===== config.mk =====
export PLATFORM = sky130hd
export DESIGN_NAME = register_file
export DESIGN_NICKNAME = d
export VERILOG_FILES = /design/src/verilog/register_file.sv
export SDC_FILE = /design/constraint.sdc
export NUM_CORES = 2
export LEC_CHECK = 0
export ABC_AREA = 1
export ABC_CLOCK_PERIOD_IN_PS = 1460
export BUFFER_PORTS_ARGS = -buffer_cell sky130_fd_sc_hd__buf_4
export CORE_MARGIN = 3
export CORE_UTILIZATION = 44
export CTS_BUF_LIST = sky130_fd_sc_hd__clkbuf_8 sky130_fd_sc_hd__clkbuf_16
export CTS_CLUSTER_SIZE = 20
export DETAILED_ROUTE_END_ITERATION = 10
export SYNTH_ARGS = -nofsm -noshare
export SYNTH_HDL_FRONTEND = slang
export SYNTH_SLANG_ARGS = --single-unit

===== constraint.sdc =====
create_clock -name i_clk -period 1.46 [get_ports i_clk]
set_clock_uncertainty 0.1 [all_clocks]
set_input_delay 0 -clock i_clk [delete_from_list [all_inputs] [get_ports i_clk]]
set_output_delay 0 -clock i_clk [all_outputs]
set_load 0.01 [all_outputs]

===== src/verilog/register_file.sv =====
`timescale 1ns/100ps

module register_file #(
    parameter int DATA_WIDTH = 32
) (
    input  logic                  i_clk,
    input  logic                  i_rst_n,
    input  logic [4:0]            i_rs1_addr,      // Read port 1 address
    input  logic [4:0]            i_rs2_addr,      // Read port 2 address
    input  logic [4:0]            i_rd_addr,       // Write address
    input  logic                  i_we,            // Write enable from WB
    input  logic [DATA_WIDTH-1:0] i_wd,            // Write data from WB
    output logic [DATA_WIDTH-1:0] o_rs1_data,      // Read port 1 data
    output logic [DATA_WIDTH-1:0] o_rs2_data       // Read port 2 data
);

    logic [DATA_WIDTH-1:0] regs [32];              // x0..x31
    logic                  wr_ok;                  // Write allowed, never x0

    assign wr_ok = i_we && (i_rd_addr != 5'd0);

    // All registers cleared on reset
    always_ff @(posedge i_clk or negedge i_rst_n) begin
        if (!i_rst_n) begin
            for (int i = 0; i < 32; i++) begin
                regs[i] <= '0;
            end
        end else if (wr_ok) begin
            regs[i_rd_addr] <= i_wd;               // Written on edge after WB cycle
        end
    end

    // Combinational reads, x0 forced to zero
    always_comb begin
        if (i_rs1_addr == 5'd0) begin
            o_rs1_data = '0;
        end else begin
            o_rs1_data = regs[i_rs1_addr];
        end
        if (i_rs2_addr == 5'd0) begin
            o_rs2_data = '0;
        end else begin
            o_rs2_data = regs[i_rs2_addr];
        end
    end

endmodule


* Word-level counts from Yosys, hierarchy flattened
Cells that the tools add are included.
W data, S select, Z words.
** Storage, ports and cells
- Bits of input ports :: 50
- Flip-flop bits (word level) :: 1024
** Cells by class
- Bitwise logic cells :: 3
- Magnitude comparators :: 4
- Reduce and logical (&&, ||, !) cells :: 5
- Multiplexer cells :: 11
** Operator list (count)
- $bwmux W1024 :: 1
- $bmux W32 S5 :: 2
- $mux W32 :: 7
- $demux W32 S5 :: 1
- $ge A6 B6 Y1 const B :: 3
- $not A5 Y6 :: 3
- $logic_not A5 Y1 :: 2
- $lt A6 B1 Y1 const B :: 1
- $reduce_bool A5 Y1 :: 1
- $logic_and A1 B1 Y1 :: 2

* Longest topological paths before layout
- Depth after elaboration :: 6
- Mapped depth :: 13
- Mapped depth without buffers :: 10

* Least setup slack after synthesis
No wires, ideal clock.
- Kind :: input port to output port
- Start :: in i_rs1_addr[0]
- End :: out o_rs1_data[23]
- Buffers on the path :: 4
- Arrival time :: 1.363 ns
- Slack :: -0.003 ns
- Cell stages on the path :: 11
- Cell sequence :: buf_2 inv_1 buf_2 buf_2 clkbuf_1 nand2_1 nand3_1 nand3_1 a21oi_1 nor2_1 nor2_1
** Between the ends
- Cells in the longest elaborated chain, start to end :: 5
** Ends and longest elaborated chain
- from (decl) :: line 8 : input logic [4:0] i_rs1_addr,
- $not A5 Y6 (not written as such) :: line 38 : o_rs1_data = regs[i_rs1_addr];
- $bmux W32 S5 :: line 38
- $mux W32 (not written as such) (2 in series) :: line 38
- $mux W32 (*) :: line 35 : if (i_rs1_addr == 5'd0) begin
- to (decl) :: line 13 : output logic [DATA_WIDTH-1:0] o_rs1_data,
Mark *: on every way between the ends. The rest lies on a longest branch, timed or not. The select of a mux whose other input is x is not followed.

* Final worst setup path
- Start :: reg regs[973] in the netlist's numbering
- End :: out o_rs2_data[13]
** Between the ends
- Cells in the longest elaborated chain, start to end :: 4
** Ends and longest elaborated chain
- from (decl) :: line 17 : logic [DATA_WIDTH-1:0] regs [32];
- from (signal, indexed assignment) :: line 29 : regs[i_rd_addr] <= i_wd;
- $bmux W32 S5 :: line 43 : o_rs2_data = regs[i_rs2_addr];
- $mux W32 (not written as such) (2 in series) :: line 43
- $mux W32 :: line 40 : if (i_rs2_addr == 5'd0) begin
- to (decl) :: line 14 : output logic [DATA_WIDTH-1:0] o_rs2_data
Every way passes these cells. The select of a mux whose other input is x is not followed.

==> impl_metrics.ini <==
[layout]
seqCellArea_um2 = 25600
number_of_flip_flops_under_the_largest_register_name = 1024
reg_top3 = regs (1024)
register_containing_the_most_flip_flops_in_the_final_layout = regs
num-nets-final = 8715
area_delta_synth_final_pct = 29.1
fraction_of_layout_cells_with_a_size_suffix_above_1 = 0.190
num-fill-cells = 11900
multi_input_area_um2 = 29900
layout.core_utilization = 0.574

[grt]
grt_antenna_before_repair = 2
grt_usage = 0.342
grt_pass1_wl_um = 356000
grt_overflow_total = 0
pin_count_of_the_biggest_net_entering_global_routing = 95
grt_pass1_vias = 56800

[clocking]
cts_root_buf = clkbuf_16
cts.path.max_buffers = 3
clock_transition_at_the_register_clock_pins_on_the_worst_setup_and_hold_paths_after_cts_ps = 60
tritoncts_num_sinks = 1024
cts_inserted_buffers = 118
cts_htree_levels = 3
tritoncts = done
clk_latency_ps = 740

[synth]
synthTopCellsByCount = nand2_1, nand3_1, dfrtp_1, nor2_1, a21oi_1
synth.yosys.seq_area_share = 0.449
synthCells = 8317
synth_top_cells_by_area = dfrtp_1, nand2_1, nand3_1
synth_seq_cells = 1024
synth_ff_type = dfrtp_1
synth-async-reset-ratio = 1.00
synth_edf_count = 0
syn_area_um2 = 57000
yosys.area.top_type_share = 0.449
synth-warning-count = 0
synth_top_area_cell = dfrtp_1
mean_area_per_synthesized_cell_um2 = 6.85
synth.most_common_cell = nand2_1
synth.net_count = 8367
synth_cell_type_count = 29

[drt]
drc = 0
avgRoutedWirePerCell_um = 22.9
detailedRoute.firstPassIterationCount = 9
ant_nets = 0
vias_per_cell = 5.84
wirelength_um = 240000
drt_iter0_markers = 7935
vias = 61300

[worst_setup_path]
critical_path.most_common_cell = nand2_1
series_of_cell_instances_along_the_critical_path = nand2_1 > nand3_1 > nand3_1 > nand2_1 > nand2_1 > nand2_1 > nor2_2 > nor2_4 > buf_6 > buf_6
start_kind = register
critical_path_class = reg2out
worst_path_top_cell_family_by_delay = simple AND/OR/NAND/NOR gates
timing.critical_path.arrival_ps = 2200
critical_path.max_fanout = 3
worst-endpoint-required_ps = 1360
critical_path.endpoint_type = primary output
critical-path-slowest-cell = dfrtp_1
worstPathBufferInverterCount = 2
cp_max_stage_delay_ps = 390

[run_status]
failed_checks = negative setup slack
outcome = finished with violations

[run]
drv_cap = 0

[min_path]
hold_path.class = in2reg

[sta]
slew-limit-headroom = 0.610
rsz0062_at_grt = yes
hold_violations = 0
finalMaxSlewViolations = 0
worst-slew-pin-transition_ps = 585
max_clock_freq_ghz = 0.434
finalWorstPathRequiredPeriod_ps = 2300
setup_total_neg_slack_ps = -40370
setup_viol = 64
timing.final.ws_setup_ps = -845
finalCritPeriodShare = 1.58

[power]
vdd_ir_drop_max_v = 0.00101
pwr_density_cell_nw_per_um2 = 1280
p_leak_nw = 34.7

[die]
die_h_um = 366
core_area_um2 = 128000
std_cell_rows = 131
initial_cell_density_of_the_core = 0.445
pin_count = 114
die-width_um = 366
fp.dieArea_um2 = 134000

[placed_design]
port_buffers = 113
dp_hpwl_um = 147000
finalWeightedCongestion = 0.902
[layout make-up]
type,instances,area share
multi-input cells,6423,0.406
flip-flops and latches,1024,0.348
repair buffers,985,0.155
clock buffers,142,0.0448
well taps,1729,0.0294
clock inverters,74,0.0103
inverters,113,0.00661
diodes,1,0.0000340
[per-layer routing]
layer / up-vias / GRT usage / routed length [um]
met4: 0 / 0.149 / 12900
met2: 3613 / 0.520 / 104000
met5: - / 0 / 0
met3: 728 / 0.0625 / 26600
li1: 27800 / - / -
met1: 29200 / 0.476 / 96200
[power by group]
| group | leakage, nW | switching [mW] | internal [mW] |
|---|---|---|---|
| Sequential | 12.7 | 4.90 | 34.4 |
| Combinational | 19.8 | 13.0 | 10.3 |
| Clock | 2.12 | 12.9 | 18.4 |
| Total | 34.7 | 30.8 | 63.1 |
[kinds of logic after synthesis]
logic type	synth area share
buf+inv	0.0634
simple gates	0.376
compound gates	0.111
flops	0.449
[worst reg2reg max path, stage by stage (launching register included)]
cell and delay, ps:
dfrtp_1 390, inv_2 50, buf_6 110, buf_6 100
buf_6 100, buf_6 100, buf_6 100, buf_6 100
o21ai_2 110
[metrics by stage]
stage          hold slack (ps)  worst slack (ps)  cells  area, um2  total power, mW
2_1_floorplan             -396              20.9   8317      57000             51.4
3_3_place_gp              -215              -772  10100      65500             59.3
3_5_place_dp              -214              -753  10100      65500             59.9
4_1_cts                   39.8              -841  10400      71400             92.4
5_1_grt                   90.5             -1000  10500      73600             98.9
6_report                  28.1              -845  10500      73600             93.9
[worst paths after layout]
kind	start	end	slack (ps)	depth (start not counted)
min	i_rd_addr[3]	regs[610]	30	6
min in group asynchronous	i_rst_n	regs[133]	290	4
max in group asynchronous	i_rst_n	regs[338]	120	6
max	regs[973]	o_rs2_data[13]	-840	10
min reg2reg	regs[1006]	regs[1006]	300	0
max reg2reg	regs[654]	regs[654]	120	8
[placed cells by master, fill, tap and decap left out, drive strengths merged]
cell          netlist  final
a21oi             666    666
buf               248    919
bufinv              0     14
clkbuf            509    151
clkinv              2     31
clkinvlp            0      1
dfrtp            1024   1024
diode               0      1
dlygate4sd3         0     54
dlymetal6s4s        0      3
inv               111    141
nand2            2983   2983
nand3            1376   1376
nand4               1      1
nor2              810    810
nor3                7      7
nor4                2      2
o211ai             16     16
o21ai             562    562
[repair_timing]
action | CTS | global route
pin swaps | 341 | 383
setup endpoints to repair | 64 | 739
buffers inserted | 52 | 82
hold endpoints to repair | 2016 | 0
hold buffers | 59 | 0
gates cloned | 0 | 12
gates resized for setup | 348 | 414
No activity file was read; power rests on OpenSTA's default activity.
