File: src/verilog/riscv_pkg.sv
package riscv_pkg;

    // ALU operations, 4-bit encoding
    typedef enum logic [3:0] {
        ALU_ADD  = 4'd0,      // a + b
        ALU_SUB  = 4'd1,      // a - b, also the branch compare
        ALU_AND  = 4'd2,      // Bitwise and
        ALU_OR   = 4'd3,      // Bitwise or
        ALU_XOR  = 4'd4,      // Bitwise xor
        ALU_SLL  = 4'd5,      // Shift left logical
        ALU_SRL  = 4'd6,      // Shift right logical
        ALU_SRA  = 4'd7,      // Shift right arithmetic
        ALU_SLT  = 4'd8,      // Set less than, signed
        ALU_SLTU = 4'd9       // Set less than, unsigned
    } alu_op_t;

    // Writeback source, chosen in MEM/WB
    typedef enum logic [1:0] {
        RES_ALU = 2'd0,       // ALU result
        RES_MEM = 2'd1,       // Load data
        RES_PC4 = 2'd2        // Link address for jumps
    } result_src_t;

    // Forward choice per EX operand
    // MEM wins over WB when both match
    typedef enum logic [1:0] {
        FWD_REG = 2'd0,       // Value read from register file
        FWD_WB  = 2'd1,       // Result in MEM/WB
        FWD_MEM = 2'd2        // ALU result in EX/MEM
    } fwd_sel_t;

endpackage
File: src/verilog/forward_unit.sv
`timescale 1ns/100ps

module forward_unit (
    input  logic [4:0]            i_rs1_addr_e,    // EX source 1
    input  logic [4:0]            i_rs2_addr_e,    // EX source 2
    input  logic [4:0]            i_rd_addr_m,     // Destination in EX/MEM
    input  logic [4:0]            i_rd_addr_w,     // Destination in MEM/WB
    input  logic                  i_regwrite_m,    // EX/MEM writes a register
    input  logic                  i_regwrite_w,    // MEM/WB writes a register
    output riscv_pkg::fwd_sel_t   o_forward_a,     // Select for operand A
    output riscv_pkg::fwd_sel_t   o_forward_b      // Select for operand B
);

    logic mem_wr;                                  // EX/MEM writes a real register
    logic wb_wr;                                   // MEM/WB writes a real register

    assign mem_wr = i_regwrite_m && (i_rd_addr_m != 5'd0);   // x0 never forwarded
    assign wb_wr  = i_regwrite_w && (i_rd_addr_w != 5'd0);

    // MEM checked first, it holds the younger result
    always_comb begin
        if (mem_wr && (i_rd_addr_m == i_rs1_addr_e)) begin
            o_forward_a = riscv_pkg::FWD_MEM;
        end else if (wb_wr && (i_rd_addr_w == i_rs1_addr_e)) begin
            o_forward_a = riscv_pkg::FWD_WB;
        end else begin
            o_forward_a = riscv_pkg::FWD_REG;       // Distance 3 or more
        end
        if (mem_wr && (i_rd_addr_m == i_rs2_addr_e)) begin
            o_forward_b = riscv_pkg::FWD_MEM;
        end else if (wb_wr && (i_rd_addr_w == i_rs2_addr_e)) begin
            o_forward_b = riscv_pkg::FWD_WB;
        end else begin
            o_forward_b = riscv_pkg::FWD_REG;
        end
    end

endmodule

File: config.mk
export PLATFORM = sky130hd
export DESIGN_NAME = forward_unit
export DESIGN_NICKNAME = d
export VERILOG_FILES = /design/src/verilog/riscv_pkg.sv /design/src/verilog/forward_unit.sv
export SDC_FILE = /design/constraint.sdc
export NUM_CORES = 1
export LEC_CHECK = 0
export BUFFER_PORTS_ARGS = -buffer_cell sky130_fd_sc_hd__buf_2
export CAP_MARGIN = 20
export CORE_AREA = 2 2 39 41
export DETAILED_ROUTE_END_ITERATION = 8
export DIE_AREA = 0 0 41 43
export PLACE_DENSITY = 0.46
export SLEW_MARGIN = 40
export SYNTH_ARGS = -nofsm -noshare
export SYNTH_HDL_FRONTEND = slang
export SYNTH_SLANG_ARGS = --single-unit
export TNS_END_PERCENT = 50
File: constraint.sdc
create_clock -name vclk -period 1.2
set_input_delay 0.12 -clock vclk [all_inputs]
set_output_delay 0.12 -clock vclk [all_outputs]
set_load 0.005 [all_outputs]
======== Word-level counts from Yosys, hierarchy flattened ========
Index checks and enable logic that the tools add are counted.
storage, ports and cells
  register bits after elaboration ......... 0
  input bits .............................. 22
  logic and storage cells ................. 16
operators by class
  eq/ne operators ......................... 4
  mux-type cells .......................... 4
  reductions and logical operators ........ 8
operator list
  kind               number
  $eq 5x5->1         4
  $reduce_bool 5->1  2
  $logic_and 1x1->1  6
  $mux 2             2
  $mux 1             2

======== Longest topological paths before layout ========
Gate-level depths: netlist of run 1.
  word-level depth ........................ 5
  mapped depth ............................ 4
  gate-level depth less buffers ........... 4

======== Least setup slack after synthesis of run 1 ========
No wires, ideal clock.
  path type ............................... input -> output
  start ................................... input port i_rd_addr_m[1]
  end ..................................... output port o_forward_a[0]
  data arrival time ....................... 1187 ps
  data required time ...................... 1080 ps
  slack ................................... -107 ps
  stages .................................. 4
  cell sequence ........................... or4_1 > o21ai_2 > nor4_1 > nor4_1
between the ends
  longest elaborated chain between the ends .. 4
  elaborated cells between the ends (all ways) .. 5
  classes of those cells .................. eq/ne (1); mux (1); reduce/logical (3)
ends and longest elaborated chain
  what                   line                source
  from (decl)            forward_unit.sv:6   input logic [4:0] i_rd_addr_m,
  $reduce_bool 5->1      forward_unit.sv:17  assign mem_wr = i_regwrite_m && (i_rd_addr_m != 5'd0);
  $logic_and 1x1->1      forward_unit.sv:17
  $logic_and 1x1->1 (*)  forward_unit.sv:22  if (mem_wr && (i_rd_addr_m == i_rs1_addr_e)) begin
  $mux 2 (*)             forward_unit.sv:22
  to (decl)              forward_unit.sv:10  output riscv_pkg::fwd_sel_t o_forward_a,
Mark *: on every way between the ends. The rest lies on a longest branch, timed or not.

======== Final worst setup path of run 1 ========
Same ends and word-level chain as after synthesis.

==> results of run 1 <==
layer usage:
metal | vias to the layer above | GRT usage, %
li1 | 192 | -
met1 | 153 | 18.35
met2 | 16 | 14.37
met3 | 0 | 0
met4 | 0 | 0
met5 | - | 0
logic make-up (layout without fill, tap and decap cells):
kind of cell	Yosys count	count (layout)
simple gates	13	13
buf+inv	0	34
compound gates	1	1
xor+xnor	20	20
layout by cell type, fill, tap and decap left out:
cell / netlist / final
sky130_fd_sc_hd__buf_2: 0 / 26
sky130_fd_sc_hd__nor4_2: 0 / 1
sky130_fd_sc_hd__or4_1: 2 / 1
sky130_fd_sc_hd__buf_4: 0 / 8
sky130_fd_sc_hd__nand3_1: 2 / 2
sky130_fd_sc_hd__xor2_1: 4 / 4
sky130_fd_sc_hd__nor2_1: 1 / 1
sky130_fd_sc_hd__nand2_1: 2 / 2
sky130_fd_sc_hd__nor4_1: 4 / 3
sky130_fd_sc_hd__o21ai_4: 0 / 1
sky130_fd_sc_hd__xnor2_1: 16 / 16
sky130_fd_sc_hd__or4_4: 0 / 1
sky130_fd_sc_hd__nand4_1: 2 / 2
tightest hold or removal path, delay by kind of cell:
family / cells / cell delay (ps)
buffers and inverters: 2 / 220
AND/OR/NAND/NOR: 2 / 100
final timing paths:
| path | start | end | slack [ps] | cells after the start |
|---|---|---|---|---|
| worst max-delay path | i_rd_addr_m[1] | o_forward_a[0] | -290 | 6 |
| worst min-delay path | i_regwrite_w | o_forward_b[0] | 560 | 4 |
metrics by stage:
stage / setup TNS [ps] / power [uW] / setup slack [ps] / area [um^2] / hold slack (ps)
3_3_place_gp: -672.2 / 159.1 / -262.8 / 467.9 / 568.9
4_1_cts: -755.6 / 159.6 / -302.2 / 471.7 / 569.4
3_5_place_dp: -745.6 / 157.8 / -305.8 / 467.9 / 571.5
5_1_grt: -1013 / 180.2 / -367.3 / 485.5 / 593.2
6_report: -757.5 / 163.1 / -287.5 / 485.5 / 563.8
2_1_floorplan: -123.9 / 68.24 / -61.96 / 257.7 / 332.3
power breakdown:
group | internal, uW | total, uW | switching (uW)
Combinational | 91.5 | 163 | 71.6
Sequential | 0 | 0 | 0
Clock | 0 | 0 | 0
Total | 91.5 | 163 | 71.6
what timing repair did:
item / in CTS / in global routing
endpoints found under the hold margin: 0 / 0
endpoints found under the setup margin: 4 / 4
pin swaps: 1 / 1
resized for setup: 1 / 2
final cells by class:
type,instances,area [um^2]
fillers,152,898.4
multi-input cells,34,275.3
well taps,16,20.02
repair buffers,34,190.2
==> flow_results.org, run 1 <==
** Worst setup path
- In this design, the critical path's most frequently occurring cell is sky130_fd_sc_hd__buf_2.
- Of all nets on the critical path, the largest fanout is 2.
- In this design, the stage delay of the slowest critical-path cell is 530 ps.
- Crit Path Class :: primary input to primary output
- The kind of cell with the highest combined delay along the critical path is simple AND/OR/NAND/NOR gates.
- Critical Path Start Type :: primary input
- STA classifies the critical path endpoint as a primary output.
- Chain of cells forming the critical path :: buf_2 -> or4_4 -> o21ai_4 -> nor4_2 -> nor4_1 -> buf_2
- For the worst setup path, the data arrival time is 1370 ps.
- Crit path buffers/inverters :: 2
- Required time worst endpoint :: 1080 ps
- Standard cell with the maximum stage delay on the critical path :: sky130_fd_sc_hd__or4_4

** STA
- Relative max-transition margin :: 77.91%
- Setup violations remaining at the end of the flow were counted as 4.
- Post-route setup slack :: -287.5 ps
- The final-report hold violation count is 0.
- At the pin with the least slew margin, the transition time is 328.3 ps.
- Number of max-slew violations in the final report :: 0
- Setup repair after global routing could not meet its margin everywhere.
- Counting I/O delays and the setup requirement, the final critical path takes 1487 ps.
- Maximum clock rate :: 672.3 MHz
- Of the available clock period, the critical path in the final layout requires 124.0%.

** Finish
- The sequential cells in the finished layout cover a total of 0 um^2.
- Number of non-filler instances in the completed layout :: 84
- The repair_antennas step left the layout with diodes totalling 0.
- Cells with a size suffix above 1 make up 54.41% of the layout.
- Util after Layout :: 35.08%
- In the finished layout, the clock tree contains a buffer count of 0.
- Area grow syn2layout :: 88.35%
- There are 0 flip-flops and latches.
- The net count of the finished layout is 92.

** Yosys
- Synthesis produced 34 cells.
- Simple-gate area share of the yosys netlist :: 28.64%
- The Yosys step of the flow raised 0 warnings.
- Summing the areas of all compound-gate instances in the mapped netlist gives 3.398% of the synthesized area.
- Cells taking the most area after synthesis :: sky130_fd_sc_hd__xnor2_1 (54%), sky130_fd_sc_hd__xor2_1 (14%), sky130_fd_sc_hd__nor4_1 (9.7%), sky130_fd_sc_hd__or4_1 (5.8%), sky130_fd_sc_hd__nand4_1 (4.9%)
- Total standard cell area after synthesis :: 257.7 um^2
- Most instantiated library cell after synthesis :: sky130_fd_sc_hd__xnor2_1
- After synthesis, the largest family of logic cells by area is XOR/XNOR gates.
- Multiplexer cells account for 0% of the synthesized area.
- By count the netlist is led by sky130_fd_sc_hd__xnor2_1 (16), sky130_fd_sc_hd__nor4_1 (4), sky130_fd_sc_hd__xor2_1 (4).
- Synth Area in Adders :: 0%
- Number of different library cells in the post-synthesis netlist :: 9
- Synth Area per Inst :: 7.581 um^2
- Synth Area in XOR/XNOR :: 67.96%
- sky130_fd_sc_hd__xnor2_1 takes more of the synthesized area than any other cell.
- After synthesis, the largest area contributor takes up 54.37% of total cell area.
- Sequential area share after synthesis :: 0%
- The number of nets handed over by synthesis was 56.

** Clocking
- Setup fix buffers added after clock tree synthesis :: 0
- The number of hold buffers added after CTS was 0.

** Route
- Across all layers, the routed design uses 361 vias.
- After detailed routing, the met3 layer carries 85 um of wire.
- The pre-antenna-repair detailed-routing pass consisted of 4 iterations.
- In the final routing, the length of wire on met1 measures 386 um.
- Highest routed layer :: met3
- Number of nets with antenna violations after detailed routing :: 0
- Using the TritonRoute via totals, the vias-per-cell ratio works out to 4.298.
- Violation count after the first detailed-routing iteration :: 6
- The routed design has 854 um of wire.
- Summed over all nets, wire length on met2 after detailed routing comes to 381 um.
- # DRC :: 0
- Average detailed-routed wire length per instance :: 10.17 um

** GRT
- The first global-routing pass estimated 1324 um of wire.
- For this run, the total global-route usage over all layers was measured as 10.39%.
- The via count of the first global-routing pass is 299.
- Global routing finished with a remaining overflow of 0.
- The number of antenna violations at the first check in global routing came to 0.
- Largest net degree at the start of global routing :: 4

** Floorplanning
- The floorplan step defined a die boundary enclosing 0.001763 mm^2.
- Once the floorplan was initialized, standard cells occupied 18.63% of the core.
- In this run the horizontal extent of the chip is 41 um.
- From bottom edge to top edge, the die measures 43 um.
- During I/O placement, the number of pins put on the boundary was 26.
- The region available for standard cell placement spans 0.001384 mm^2.
- After floorplanning, the core was divided into 14 placement rows.

** Pwr
- Leakage dissipation :: 0.0002169 uW
- Power density over cell area :: 336.0 mW/mm^2
- IR drop worst, VDD :: 0.0001247 V

** Worst hold path
- The path class of the tightest hold or removal check is primary input to primary output.

** Status
- The checks that failed: setup timing.
- The flow ran to the end, but the final reports show violations.

** Placed design
- Routability-driven placement finished with a final weighted congestion of 0.7424.
- Including well taps, the total number of placed cells is 84.
- The count of buffers added on input and output ports is 26.

** Job
- Across the run, the number of max-cap violations was 0.
No activity file was read; power rests on OpenSTA's default activity.
==> run 2, diff against run 1 <==
clock period = 1.9 ns   (was 1.2 ns; I/O delays follow)
==> run 2 against run 1 <==
  * The flow now finishes without violations
  * Die area did not move
  * Sequential share of layout area stayed put
  * Non-clock buffer count down 8
  * Global-route usage is 2.1 points lower
  * Via count down 8.9%
  * Critical path depth stayed put
  * Wire length decreased by 10%
  * First-iteration DRC count shrank 17%
  * Utilization decreased by 5.6 points
  * Cell count shrank 9.5%
  * Hold slack better by 150 ps
  * Total power is 47% lower
  * Largest cell class unchanged
==> flow_results.org, run 2 (synthesis results as in run 1) <==
** Route
- TritonRoute pass-1 iters :: 4 (unchanged)
- Via density per instance :: 4.329 (+0.73%)
- The total wirelength of the detailed-routed design is 766 um (-10%).
- The DRC marker count from the first detailed-route iteration is 5 (-1).
- The number of antenna-violating nets in the routed design is 0 (unchanged).
- The detailed router used layers up to and including met3.
- Met3 wire length :: 78 um (-8.2%)
- The routed wire length on met2 is 344 um (-9.7%).
- Average detailed-routed wire length per instance :: 10.08 um (-0.86%)
- Wire length on met1 :: 343 um (-11%)
- Total via count in the routed design :: 329 (-8.9%)
- # DRC :: 0 (unchanged)

** Finish
- Number of flip-flops and latches :: 0 (unchanged)
- Number of non-filler instances in the completed layout :: 76 (-9.5%)
- The final layout net count came to 84 (-8.7%).
- The final-layout clock buffer total was 0 (unchanged).
- Area grow syn2layout :: 58.25%
- Fraction of layout instances using a drive strength above 1 :: 45.00% (-9.4 points)
- Diode count :: 0 (unchanged)
- In the layout the commonest cells are sky130_fd_sc_hd__buf_2 (26), sky130_fd_sc_hd__xnor2_1 (16), sky130_fd_sc_hd__xor2_1 (4), sky130_fd_sc_hd__nor4_1 (4).
- Leaving out fill and tap cells, the most frequent cell in the layout is sky130_fd_sc_hd__buf_2.
- The final cell area excluding filler cells is 407.9 um^2 (-16%).
- Seq. cell area :: 0 um^2 (unchanged)

** Pwr
- The worst vdd rail ir drop came to 0.00006346 V (-49%).
- The power per unit of standard cell area was 213.1 mW/mm^2 (-37%).
- The standby leakage power came to 0.0001747 uW (-19%).

** Floorplanning
- Rows :: 14 (unchanged)
- The area of the core region is 0.001384 mm^2 (unchanged).
- Die Wd :: 41 um (unchanged)
- The y dimension of the die is 43 um (unchanged).
- Top-Level Pins :: 26 (unchanged)
- The starting density of the core was 18.63% (unchanged).
- The die footprint is 0.001763 mm^2 (unchanged).

** GRT
- Global Route Usage Sum :: 8.292% (-2.1 points)
- Vias in the first global route :: 289 (-3.3%)
- The aggregate global routing overflow came to 0 (unchanged).
- Number of antenna violations at the first check in global routing :: 0 (unchanged)
- Wire length of the first global-routing pass :: 1097 um (-17%)
- The largest net degree at the start of global routing is 4 (unchanged).

** Status
- Run status :: finished clean

** Worst setup path
- Following the worst setup path forward leads to its endpoint at o_forward_b[0].
- Max stage delay on crit path :: 530 ps (about the same)
- Required time worst endpoint :: 1710 ps (+630 ps)
- Standard cell with the maximum stage delay on the critical path :: sky130_fd_sc_hd__or4_1
- STA classifies the critical path startpoint as a primary input.
- In this run the worst setup path begins at i_rd_addr_m[1].
- Crit Path Class :: primary input to primary output
- STA classifies the critical path endpoint as a primary output.
- Arrival time at the worst endpoint :: 1510 ps (+140 ps)
- Traced cell by cell, the critical path runs through buf_2 -> or4_1 -> o21ai_2 -> nor4_1 -> nor4_1 -> buf_2.
- Worst Path Max Fanout :: 3 (+1)

** Placed design
- IO Port Bufs :: 26 (unchanged)
- The standard cell area after detailed placement came to 407.9 um^2 (-13%).
- The final weighted congestion of routability-driven global placement was 0.7155 (-3.6%).
- Number of placed cells counting well taps :: 76 (-9.5%)
- DP Worst Slack :: 205.1 ps (+510.9 ps)

** STA
- Setup repair after global routing missed its margin :: no
- Static timing analysis puts the maximum clock frequency at 587.1 MHz.
- Number of max-slew violations in the final report :: 0 (unchanged)
- Relative max-transition margin :: 79.52% (+1.6 points)
- The setup TNS after final layout is 0 ps (+757.5 ps).
- Worst Tran Pin Value :: 304.4 ps (-23.87 ps)
- The clock period could shrink to 1703 ps.
- Fin. Hold Viols :: 0 (unchanged)
- Period Utilization, post-route :: 89.65%
- Setup violators final :: 0 (-4)
- Post-route setup slack :: 196.7 ps (+484.2 ps)

** Clocking
- Setup fix buffers added after clock tree synthesis :: 0 (unchanged)
- The post-cts hold buffer count is 0 (unchanged).
- The post-CTS resize count came to 0 (-1).

** Job
- The number of max-cap violations came to 0 (unchanged).

** Worst hold path
- The worst hold path belongs to the class primary input to primary output.
## run 2: metrics by stage
stage / power, uW / hold WS (ps) / utilization, %
floorplan: 43.08 / 472.3 / -
global placement: 88.58 / 707.8 / 29.48
detailed placement: 87.23 / 712.4 / 29.48
CTS: 87.68 / 712.8 / 29.48
global route: 96.19 / 730.2 / 29.48
finish: 86.92 / 712.0 / 29.48
## run 2: worst max-delay path, delay by kind of cell
kind	cells	cell delay (ps)
buffers and inverters	2	280
and+or+nand+nor	3	900
AOI/OAI and AO/OA	1	140
## run 2: metal layers
layer | global-route usage, % | vias to the layer above
met2 | 13.44 | 15
met5 | 0 | -
met1 | 12.66 | 140
li1 | - | 174
met4 | 0 | 0
met3 | 0 | 0
## run 2: area by class of cell
cell class | count | area [um^2]
fill | 160 | 975.9
multi-input combinational | 34 | 257.7
tap | 16 | 20.02
timing repair buffer | 26 | 130.1
## run 2: power by group
group          internal (uW)  total, uW  switching, uW
combinational           46.9       86.9           40.0
clock                      0          0              0
sequential                 0          0              0
total                   46.9       86.9           40.0
## run 2: worst min-delay path by stage
stage | startpoint | endpoint | slack [ps] | depth (start not counted)
after floorplan | i_regwrite_w | o_forward_a[0] | 470 | 2
after global placement | i_regwrite_w | o_forward_b[0] | 710 | 4
after detailed placement | i_regwrite_m | o_forward_a[1] | 710 | 4
after CTS | i_regwrite_m | o_forward_a[1] | 710 | 4
after global routing | i_regwrite_w | o_forward_b[0] | 730 | 4
final | i_regwrite_m | o_forward_a[1] | 710 | 4
==> run 3, diff against run 2 <==
CELL_PAD_IN_SITES_DETAIL_PLACEMENT = 2   (was unset)
CELL_PAD_IN_SITES_GLOBAL_PLACEMENT = 2   (was unset)
CORE_AREA = unset   (was 2 2 39 41)
CORE_UTILIZATION = 19   (was unset)
DIE_AREA = unset   (was 0 0 41 43)
PLACE_DENSITY = 0.88   (was 0.46)
==> run 3 against run 2 <==
  * Wire length grew 30%
  * Utilization grew 4.7 points
  * Critical path depth is the same
  * Cell count shrank 2.6%
  * First-iteration DRC count shrank 100%
  * Sequential cell count is the same
  * Critical path type unchanged
  * Largest power group unchanged
  * Maximum frequency grew 0.34%
  * Clock-buffer cell count is the same
  * Combinational power grew 3.2%
==> flow_results.org, run 3 (synthesis results as in run 1) <==
** Pwr
- Power share of the sequential group :: 0% (unchanged)
- Gate power share :: 100.0% (about the same)
- The worst vdd rail ir drop is 0.00005628 V (-11%).
- Internal power :: 46.93 uW (about the same)
- Net switching power figure :: 42.74 uW (+6.8%)
- The power per unit of standard cell area was 221.2 mW/mm^2 (+3.8%).
- The clock network fraction of total power was 0% (unchanged).
- The standby leakage power came to 0.0001747 uW (unchanged).
- The net switching fraction of the power was 47.66% (+1.6 points).

** Floorplanning
- Die Wd :: 38.83 um (-5.3%)
- Height of the die :: 38.83 um (-9.7%)
- The starting density of the core came to 21.73% (+3.1 points).
- The number of rows in the core area came to 12 (-2).
- Top-Level Pins :: 26 (unchanged)
- The area of the core region is 0.001186 mm^2 (-14%).
- The die footprint came to 0.001508 mm^2 (-14%).

** GRT
- The wire length of the first global-routing pass is 1552 um (+41%).
- The number of antenna violations at the first check in global routing is 0 (unchanged).
- Largest net degree at the start of global routing :: 4 (unchanged)
- The via count of the first global-routing pass came to 360 (+25%).
- Sum of overflow across all layers after global routing :: 0 (unchanged)
- The overall global routing resource usage is 14.56% (+6.3 points).

** Finish
- The library cell used most frequently in the layout, excluding fill and tap cells, is sky130_fd_sc_hd__buf_2.
- # clk buffers :: 0 (unchanged)
- Area grow syn2layout :: 57.28%
- Fraction of layout instances using a drive strength above 1 :: 45.00% (unchanged)
- Number of flip-flops and latches :: 0 (unchanged)
- Seq. cell area :: 0 um^2 (unchanged)
- Layout Nets :: 84 (unchanged)
- The number of inserted diodes is 0 (unchanged).
- Commonest cells after routing, fill and taps aside :: sky130_fd_sc_hd__buf_2 (26), sky130_fd_sc_hd__xnor2_1 (16), sky130_fd_sc_hd__xor2_1 (4), sky130_fd_sc_hd__nor4_1 (4)

** STA
- Number of max-slew violations in the final report :: 0 (unchanged)
- The total of endpoints with negative setup slack in the final report came to 0 (unchanged).
- Fin. Hold Viols :: 0 (unchanged)
- Maximum clock rate :: 589.1 MHz (+0.34%)
- Worst hold-check slack :: 705.3 ps (-6.703 ps)
- The ratio of final minimum period to clock period was 89.35% (-0.30 points).
- The worst setup margin came to 202.4 ps (+5.708 ps).
- Minimum clock period after layout :: 1698 ps (-5.708 ps)
- Setup repair after global routing missed its margin :: no
- The tightest slew margin relative to the limit was 74.27% (-5.2 points).
- The worst-margin pin slew is 382.4 ps (+78.02 ps).
- Final total negative setup slack :: 0 ps (unchanged)

** Worst setup path
- Family with the most delay on the worst path :: simple AND/OR/NAND/NOR gates
- The required time of the worst setup path is 1710 ps (about the same).
- Endpoint kind of the worst setup timing path :: primary output
- Worst Path Max Fanout :: 3 (unchanged)
- The longest individual stage delay on the worst path is 550 ps (+20 ps).
- Chain of cells forming the critical path :: buf_2 -> or4_1 -> o21ai_2 -> nor4_1 -> nor4_1 -> buf_2
- The count of buffer and inverter cells on the critical path came to 2 (unchanged).
- Crit Path Class :: primary input to primary output
- The arrival time at the worst endpoint came to 1510 ps (about the same).
- STA classifies the critical path startpoint as a primary input.
- The slowest stage of the critical path belongs to the cell sky130_fd_sc_hd__or4_1.

** Status
- The flow ran to the end, and the final reports show no timing, DRC or antenna violations.

** Route
- The post-detailed-route via-to-cell ratio is 4.622 (+6.8%).
- Number of nets with antenna violations after detailed routing :: 0 (unchanged)
- Violation count after the first detailed-routing iteration :: 0 (-5)
- Average detailed-routed wire length per instance :: 13.42 um (+33%)
- The total DRC errors in the routed layout was 0 (unchanged).
- The total wirelength of the detailed-routed design came to 993 um (+30%).
- The detailed-routing iteration count for the pre-antenna-repair pass came to 1 (-3).
- Total via count in the routed design :: 342 (+4.0%)

** Clocking
- Setup fix buffers added after clock tree synthesis :: 0 (unchanged)
- The post-cts hold buffer count is 0 (unchanged).
- The post-CTS resize count came to 0 (unchanged).

** Worst hold path
- The worst hold path belongs to the class primary input to primary output.

** Placed design
- After legalization and detailed placement, the total HPWL measured 962.5 um.
- IO Port Bufs :: 26 (unchanged)
- DP Worst Slack :: 188.0 ps (-17.14 ps)
- Placer's final routability congestion estimate :: 0.7311 (+2.2%)

** Job
- The number of max-cap violations came to 0 (unchanged).
run 3: layout make-up:
type                       count  area (um^2)
timing repair buffer          26        130.1
multi-input combinational     34        257.7
tap                           14        17.52
fill                         158        780.7
run 3: power by group through the flow:
stage          sequential, uW  combinational [uW]  clock [uW]
3_5_place_dp                0                91.3           0
4_1_cts                     0                91.5           0
6_report                    0                89.7           0
5_1_grt                     0                99.3           0
3_3_place_gp                0                88.3           0
2_1_floorplan               0                43.1           0
run 3: final timing paths:
kind                        from        endpoint  slack (ps)  cells past startpoint
setup / recovery  i_rd_addr_m[1]  o_forward_a[0]         200                      6
hold / removal      i_regwrite_w  o_forward_a[0]         710                      4
run 3: layer usage:
layer	up-vias	wire, um	track usage [%]
met5	-	0	0
met4	0	0	0
met3	0	44	0
met2	14	490	26.67
met1	155	458	19.93
li1	173	-	-
run 3: worst min-delay path, stage by stage:
cell	delay (ps)
sky130_fd_sc_hd__buf_2	110
sky130_fd_sc_hd__nand4_1	60
sky130_fd_sc_hd__nor4_1	40
sky130_fd_sc_hd__buf_2	120
run 3: per-stage QoR:
stage | instances | instance area, um^2 | utilization, % | power [uW]
after floorplan | 34 | 257.7 | - | 43.08
after global placement | 74 | 405.4 | 34.18 | 88.32
after detailed placement | 74 | 405.4 | 34.18 | 91.26
after CTS | 74 | 405.4 | 34.18 | 91.55
after global routing | 74 | 405.4 | 34.18 | 99.30
final | 74 | 405.4 | 34.18 | 89.66
